`config.mk`:
```
export PLATFORM = sky130hd
export DESIGN_NAME = pool_thresh_top
export DESIGN_NICKNAME = d
export VERILOG_FILES = /design/src/hw/pool_thresh_pkg.sv /design/src/hw/chan_binarize.sv /design/src/hw/pool_thresh_top.sv /design/src/hw/pool_window.sv /design/src/hw/thre_apb_regs.sv
export VERILOG_INCLUDE_DIRS = /design/src /design/src/hw
export SDC_FILE = /design/constraint.sdc
export NUM_CORES = 2
export LEC_CHECK = 0
export ABC_AREA = 1
export BUFFER_PORTS_ARGS = -buffer_cell sky130_fd_sc_hd__buf_2
export CAP_MARGIN = 20
export CORE_UTILIZATION = 50
export CTS_BUF_LIST = sky130_fd_sc_hd__clkbuf_16
export DETAILED_ROUTE_END_ITERATION = 10
export HOLD_SLACK_MARGIN = 0.05
export PLACE_DENSITY = 0.7
export SLEW_MARGIN = 40
export SYNTH_ARGS = -nofsm -noshare
export SYNTH_HDL_FRONTEND = slang
export SYNTH_HIERARCHICAL = 1
export SYNTH_SLANG_ARGS = --single-unit
```
`constraint.sdc`:
```
create_clock -name clk -period 11.5 [get_ports clk]
set_clock_uncertainty 0.2 [all_clocks]
set_input_delay 2.3 -clock clk [delete_from_list [all_inputs] [get_ports clk]]
set_output_delay 2.3 -clock clk [all_outputs]
set_load 0.1 [all_outputs]
```
`src/hw/pool_thresh_config.svh`:
```
`ifndef POOL_THRESH_CONFIG_SVH
`define POOL_THRESH_CONFIG_SVH

////////////////////////////////////////////////////////////////////////////
// Datapath sizes
////////////////////////////////////////////////////////////////////////////

// Parallel lanes, one output bit each
`define POOL_CHANNELS 8
// Samples held per lane before a pooled result
`define POOL_WINDOW 7
// Activation and threshold width, two's complement
`define POOL_SAMPLE_W 9

////////////////////////////////////////////////////////////////////////////
// Register bus
////////////////////////////////////////////////////////////////////////////

`define APB_ADDR_W 8
`define APB_DATA_W 32

`endif

```
`src/hw/pool_thresh_pkg.sv`:
```
`default_nettype none

`include "pool_thresh_config.svh"

package pool_thresh_pkg;

    // One signed activation or threshold
    typedef logic signed [`POOL_SAMPLE_W-1:0] sample_t;

    // All lanes side by side, lane 0 in the low bits
    typedef logic [`POOL_CHANNELS*`POOL_SAMPLE_W-1:0] lane_bus_t;

    // One binarized bit per lane
    typedef logic [`POOL_CHANNELS-1:0] bin_vec_t;

    typedef logic [`APB_ADDR_W-1:0] apb_addr_t;
    typedef logic [`APB_DATA_W-1:0] apb_data_t;

    // Counts accepted beats up to a full window
    typedef logic [$clog2(`POOL_WINDOW+1)-1:0] fill_cnt_t;

endpackage

`default_nettype wire

```
`src/hw/chan_binarize.sv`:
```
`timescale 1ns/1ps
`default_nettype none

`include "pool_thresh_config.svh"

module chan_binarize import pool_thresh_pkg::*; (
    input  wire      clk,
    input  wire      o_0_val,
    input  wire      i_win_vld,
    input  sample_t  i_win [`POOL_WINDOW],
    input  sample_t  i_thre,
    output logic     o_bin,
    output logic     o_bin_vld
);

    ////////////////////////////////////////////////////////////////////////////
    // Window maximum
    ////////////////////////////////////////////////////////////////////////////

    sample_t win_max;

    // Signed compare, sample_t carries the sign
    always_comb begin
        win_max = i_win[0];
        for (int i = 1; i < `POOL_WINDOW; i++) begin
            if (i_win[i] > win_max) begin
                win_max = i_win[i];
            end
        end
    end

    ////////////////////////////////////////////////////////////////////////////
    // Threshold compare
    ////////////////////////////////////////////////////////////////////////////

    logic hit;

    // Equal to the threshold counts as a one
    assign hit = (win_max >= i_thre);

    always_ff @(posedge clk or negedge o_0_val) begin
        if (!o_0_val) begin
            o_bin     <= 1'b0;
            o_bin_vld <= 1'b0;
        end else begin
            o_bin_vld <= i_win_vld;
            // Hold the last result between strides
            if (i_win_vld) begin
                o_bin <= hit;
            end
        end
    end

endmodule

`default_nettype wire

```
`src/hw/pool_thresh_top.sv`:
```
`timescale 1ns/1ps
`default_nettype none

`include "pool_thresh_config.svh"

module pool_thresh_top import pool_thresh_pkg::*; (
    input  wire        clk,
    input  wire        o_0_val,
    input  wire        i_psel,
    input  wire        i_penable,
    input  wire        i_pwrite,
    input  apb_addr_t  i_paddr,
    input  apb_data_t  i_pwdata,
    input  wire        i_smp_vld,
    input  lane_bus_t  i_smp,
    output apb_data_t  o_prdata,
    output logic       o_pready,
    output logic       o_pslverr,
    output bin_vec_t   o_bin,
    output logic       o_bin_vld
);

    localparam int SW = `POOL_SAMPLE_W;

    lane_bus_t thre;
    lane_bus_t win [`POOL_WINDOW];
    logic      win_vld;
    bin_vec_t  bin_vld;

    thre_apb_regs u_regs (
        .clk       (clk),
        .o_0_val   (o_0_val),
        .i_psel    (i_psel),
        .i_penable (i_penable),
        .i_pwrite  (i_pwrite),
        .i_paddr   (i_paddr),
        .i_pwdata  (i_pwdata),
        .o_prdata  (o_prdata),
        .o_pready  (o_pready),
        .o_pslverr (o_pslverr),
        .o_thre    (thre)
    );

    pool_window u_window (
        .clk       (clk),
        .o_0_val   (o_0_val),
        .i_smp_vld (i_smp_vld),
        .i_smp     (i_smp),
        .o_win     (win),
        .o_win_vld (win_vld)
    );

    ////////////////////////////////////////////////////////////////////////////
    // Per-lane binarizers
    ////////////////////////////////////////////////////////////////////////////

    for (genvar k = 0; k < `POOL_CHANNELS; k++) begin : g_lane
        sample_t lane_win [`POOL_WINDOW];

        // Pick this lane's slice out of every window entry
        for (genvar j = 0; j < `POOL_WINDOW; j++) begin : g_tap
            assign lane_win[j] = win[j][k*SW +: SW];
        end

        chan_binarize u_bin (
            .clk       (clk),
            .o_0_val   (o_0_val),
            .i_win_vld (win_vld),
            .i_win     (lane_win),
            .i_thre    (thre[k*SW +: SW]),
            .o_bin     (o_bin[k]),
            .o_bin_vld (bin_vld[k])
        );
    end

    // All lanes share one valid, lane 0 speaks for them
    assign o_bin_vld = bin_vld[0];

endmodule

`default_nettype wire

```
`src/hw/pool_window.sv`:
```
`timescale 1ns/1ps
`default_nettype none

`include "pool_thresh_config.svh"

module pool_window import pool_thresh_pkg::*; (
    input  wire        clk,
    input  wire        o_0_val,
    input  wire        i_smp_vld,
    input  lane_bus_t  i_smp,
    output lane_bus_t  o_win [`POOL_WINDOW],
    output logic       o_win_vld
);

    localparam int W = `POOL_WINDOW;

    ////////////////////////////////////////////////////////////////////////////
    // Sample window
    ////////////////////////////////////////////////////////////////////////////

    // Entry 0 is the oldest sample, entry W-1 the newest
    always_ff @(posedge clk or negedge o_0_val) begin
        if (!o_0_val) begin
            for (int i = 0; i < W; i++) begin
                o_win[i] <= '0;
            end
        end else if (i_smp_vld) begin
            for (int i = 0; i < W - 1; i++) begin
                o_win[i] <= o_win[i+1];
            end
            o_win[W-1] <= i_smp;
        end
    end

    ////////////////////////////////////////////////////////////////////////////
    // Fill and stride control
    ////////////////////////////////////////////////////////////////////////////

    fill_cnt_t fill_cnt;
    logic      stride_q;
    logic      win_full;
    logic      first_res;
    logic      res_beat;

    assign win_full  = (fill_cnt == fill_cnt_t'(W));
    // Beat that completes the first window
    assign first_res = (fill_cnt == fill_cnt_t'(W - 1));

    // After the first result, every second accepted beat gives one
    assign res_beat = first_res || (win_full && stride_q);

    always_ff @(posedge clk or negedge o_0_val) begin
        if (!o_0_val) begin
            fill_cnt <= '0;
            stride_q <= 1'b0;
        end else if (i_smp_vld) begin
            if (!win_full) begin
                fill_cnt <= fill_cnt + 1'b1;
            end
            if (first_res) begin
                stride_q <= 1'b0;
            end else if (win_full) begin
                stride_q <= !stride_q;
            end
        end
    end

    // Lines up with the window that holds the result beat
    always_ff @(posedge clk or negedge o_0_val) begin
        if (!o_0_val) begin
            o_win_vld <= 1'b0;
        end else begin
            o_win_vld <= i_smp_vld && res_beat;
        end
    end

endmodule

`default_nettype wire

```
`src/hw/thre_apb_regs.sv`:
```
`timescale 1ns/1ps
`default_nettype none

`include "pool_thresh_config.svh"

module thre_apb_regs import pool_thresh_pkg::*; (
    input  wire        clk,
    input  wire        o_0_val,
    input  wire        i_psel,
    input  wire        i_penable,
    input  wire        i_pwrite,
    input  apb_addr_t  i_paddr,
    input  apb_data_t  i_pwdata,
    output apb_data_t  o_prdata,
    output logic       o_pready,
    output logic       o_pslverr,
    output lane_bus_t  o_thre
);

    localparam int SW     = `POOL_SAMPLE_W;
    localparam int WORD_W = `APB_ADDR_W - 2;
    localparam int LANE_W = $clog2(`POOL_CHANNELS);

    ////////////////////////////////////////////////////////////////////////////
    // Address decode
    ////////////////////////////////////////////////////////////////////////////

    logic [WORD_W-1:0] word_idx;
    logic [LANE_W-1:0] lane_sel;
    logic              in_range;
    logic              access;
    logic              wr_en;

    // Byte address to word index, one word per lane
    assign word_idx = i_paddr[`APB_ADDR_W-1:2];
    assign lane_sel = word_idx[LANE_W-1:0];
    assign in_range = (word_idx < WORD_W'(`POOL_CHANNELS));

    assign access = i_psel && i_penable;
    assign wr_en  = access && i_pwrite && in_range;

    ////////////////////////////////////////////////////////////////////////////
    // Threshold storage
    ////////////////////////////////////////////////////////////////////////////

    sample_t thre_q [`POOL_CHANNELS];

    always_ff @(posedge clk or negedge o_0_val) begin
        if (!o_0_val) begin
            for (int i = 0; i < `POOL_CHANNELS; i++) begin
                thre_q[i] <= '0;
            end
        end else if (wr_en) begin
            thre_q[lane_sel] <= i_pwdata[SW-1:0];
        end
    end

    for (genvar k = 0; k < `POOL_CHANNELS; k++) begin : g_pack
        assign o_thre[k*SW +: SW] = thre_q[k];
    end

    ////////////////////////////////////////////////////////////////////////////
    // Read and response
    ////////////////////////////////////////////////////////////////////////////

    sample_t rd_thre;

    assign rd_thre = thre_q[lane_sel];

    // Zero wait states, data only in a valid read access phase
    assign o_pready = 1'b1;
    assign o_prdata = (access && !i_pwrite && in_range) ?
                      {{(`APB_DATA_W-SW){rd_thre[SW-1]}}, rd_thre} : '0;

    // Lanes past the last channel have no register behind them
    assign o_pslverr = access && !in_range;

endmodule

`default_nettype wire

```
==> summary.md <==
| Metric | Value |
|---|---|
| Period utilisation layout | `92.80%` |
| Clock slew at reported path FFs | `0.06 ns` |
| FF/Latch Area | `about 0.015 sq mm` |
| CTS max path bufs | `3` |
| Hpwl dp | `approximately 77000 um` |
| Worst path most repeated cell | `nand2_1` |
| Final core occ | `56.23%` |
| Kind of end point of the critical path | `register` |
| Slew Viols, Final | `0` |
| Layout cells sized above 1 | `about a tenth` |
| WP data required | `11.80 ns` |
| CTS H-tree depth | `3` |
| Largest net degree at the start of global routing | `246` |
| R2R setup slack | `just over 0.8 ns` |
| # nets final | `approximately 6700` |
| Drt first pass iters | `6` |
| Total die area | `about 0.09 sq mm` |
| Placed insts | `~7000` |
| Met2 GRT Util | `between 40% and 50%` |
| # DRC | `0` |
| Vias in the first global route | `36610` |
| Syn Nets | `about 6500` |
| Height of the die | `around 300 um` |
| Normalized max-slew margin | `between 40% and 50%` |
| Worst EP arrival | `between 10 and 15 ns` |
| DR vias | `between 30000 and 40000` |
| Post-Syn Area | `0.04348 sq mm` |
| TritonCTS clock tree | `yes` |
| FP Rows | `roughly 110` |
| Routed Antenna Nets | `0` |
| Final Critical Period | `10.67 ns` |
| Core area | `approximately 0.086 sq mm` |
| Area of the multi-input gates | `approximately 0.025 sq mm` |
| Fillcell total | `about 8100` |
| Status | `finished, final reports clean` |
| Hold Path Class | `register to register` |
| Wire per inst | `around 15 um` |
| Buffers on Ports | `~130` |
| Worst path slowest cell | `dfrtp_1` |
| Routability cong. | `slightly above 0.9` |
| Critical path launch point type | `register` |
| Initial drt markers | `approximately 2300` |
| Post-Syn Area per Cell | `between 7 and 8 sq um` |
| Met1 Track Usage GR | `a little under a third` |
| Max Cap Viol | `0` |
| CP peak stage delay | `~0.40 ns` |
| Non-Filler Instances | `between 7000 and 8000` |
| CTS Hold Buffers Added | `0` |
| Post-Route WL | `about 110000 um` |
| Initial Util | `roughly 51%` |
| Final TNS setup | `0 ns` |
| CTS Root Cell | `clkbuf_16` |
| Die Wd | `roughly 300 um` |
| Mapped Cells | `around 5900` |
| First-pass GRT wire length | `between 150000 and 200000 um` |
| FMAX | `approximately 94 MHz` |
| Total track usage | `around a quarter` |
| Met3 usage in global routing | `between 3 and 4%` |
| Initial antenna violation count | `2` |
| IO Pins | `approximately 160` |
| Final Setup Violations | `0` |
| Worst setup path class | `register to register` |
| Least-Margin Pin Slew | `around 0.83 ns` |
| Clk Latency, worst-skew pair | `slightly above 0.6 ns` |
| Total CTS buffers | `72` |
| GR Overflow Total | `0` |
| Layer with the highest usage | `met2` |
| Vias per inst | `5.276` |
| Syn. warnings | `6` |
| Clock tree sinks | `590` |
| Area growth syn-to-layout | `10.80%` |
| Critical path fanouts, max | `10` |
| Hold Violations, Final | `0` |
[cell usage in the layout (no fill, tap or decap), types with 77 or more instances in the layout]
cell type / count
nor2_1: 322
buf_2: 132
inv_1: 779
nand2_1: 1542
clkbuf_16: 77
a21oi_1: 406
and2_1: 141
o21ai_0: 332
nand3_1: 555
dfrtp_1: 590
ha_1: 507
[timing repair]
item / 4_1_cts / 5_1_grt
endpoints found under the setup margin: 0 / 8
buffers inserted: 0 / 64
gates resized for setup: 0 / 47
[area by class of cell]
type / count / area share, %
multi-input cells: 4340 / 51.54
flip-flops and latches: 590 / 30.65
inverters: 809 / 6.462
clock buffers: 77 / 4.000
repair buffers: 220 / 3.080
well taps: 1144 / 2.971
clock inverters: 57 / 1.291
diodes: 2 / 0.01039
[registers in the layout (all words and copies together) (netlist names)]
signal and count:
u_window/o_win 504, u_window/o_win_vld 1, u_window/fill_cnt 3, u_regs/o_thre 72, u_window/stride_q 1, g_lane.u_bin/o_bin 8, g_lane.u_bin/o_bin_vld 1
[per-stage QoR]
stage,cell area [sq um],worst slack (ns),hold slack [ns]
after floorplan,43480,2.122,0.2548
after global placement,44800,0.6484,0.2743
after detailed placement,44810,0.3688,0.2881
after CTS,47360,0.2928,0.3027
after global routing,48180,-0.1733,0.3272
final,48180,0.8279,0.2981
[layer usage]
layer  wire (um)  part of all wire, %  up-vias
met5           0                    0        -
met4        2874                  2.7        0
met3        3994                  3.8      187
met2       49990                   47      718
met1       48660                   46    17790
li1            -                    -    19500
[final timing paths]
kind,from,end,cells past startpoint
max,u_window/o_win[377],g_lane[1].u_bin/o_bin,70
min,u_regs/o_thre[12],u_regs/o_thre[12],2
max reg2reg,u_window/o_win[377],g_lane[1].u_bin/o_bin,70
min reg2reg,u_regs/o_thre[12],u_regs/o_thre[12],2
max in group asynchronous,o_0_val,u_window/o_win[489],4
min in group asynchronous,o_0_val,u_window/o_win[454],1
[worst max-delay path: cells and delay by family (launching register included)]
family                     cells  cell delay [ns]
DFF                            1             0.40
AOI/OAI and AO/OA             16             2.11
buffers and inverters          6             0.88
and+or+nand+nor               38             4.15
xor gates and xnor gates       3             0.77
adders and majority gates      7             2.03
Power is left out: the tool's default activity adds up to more than one toggle a clock period on the data nets, which glitch-free logic cannot reach.
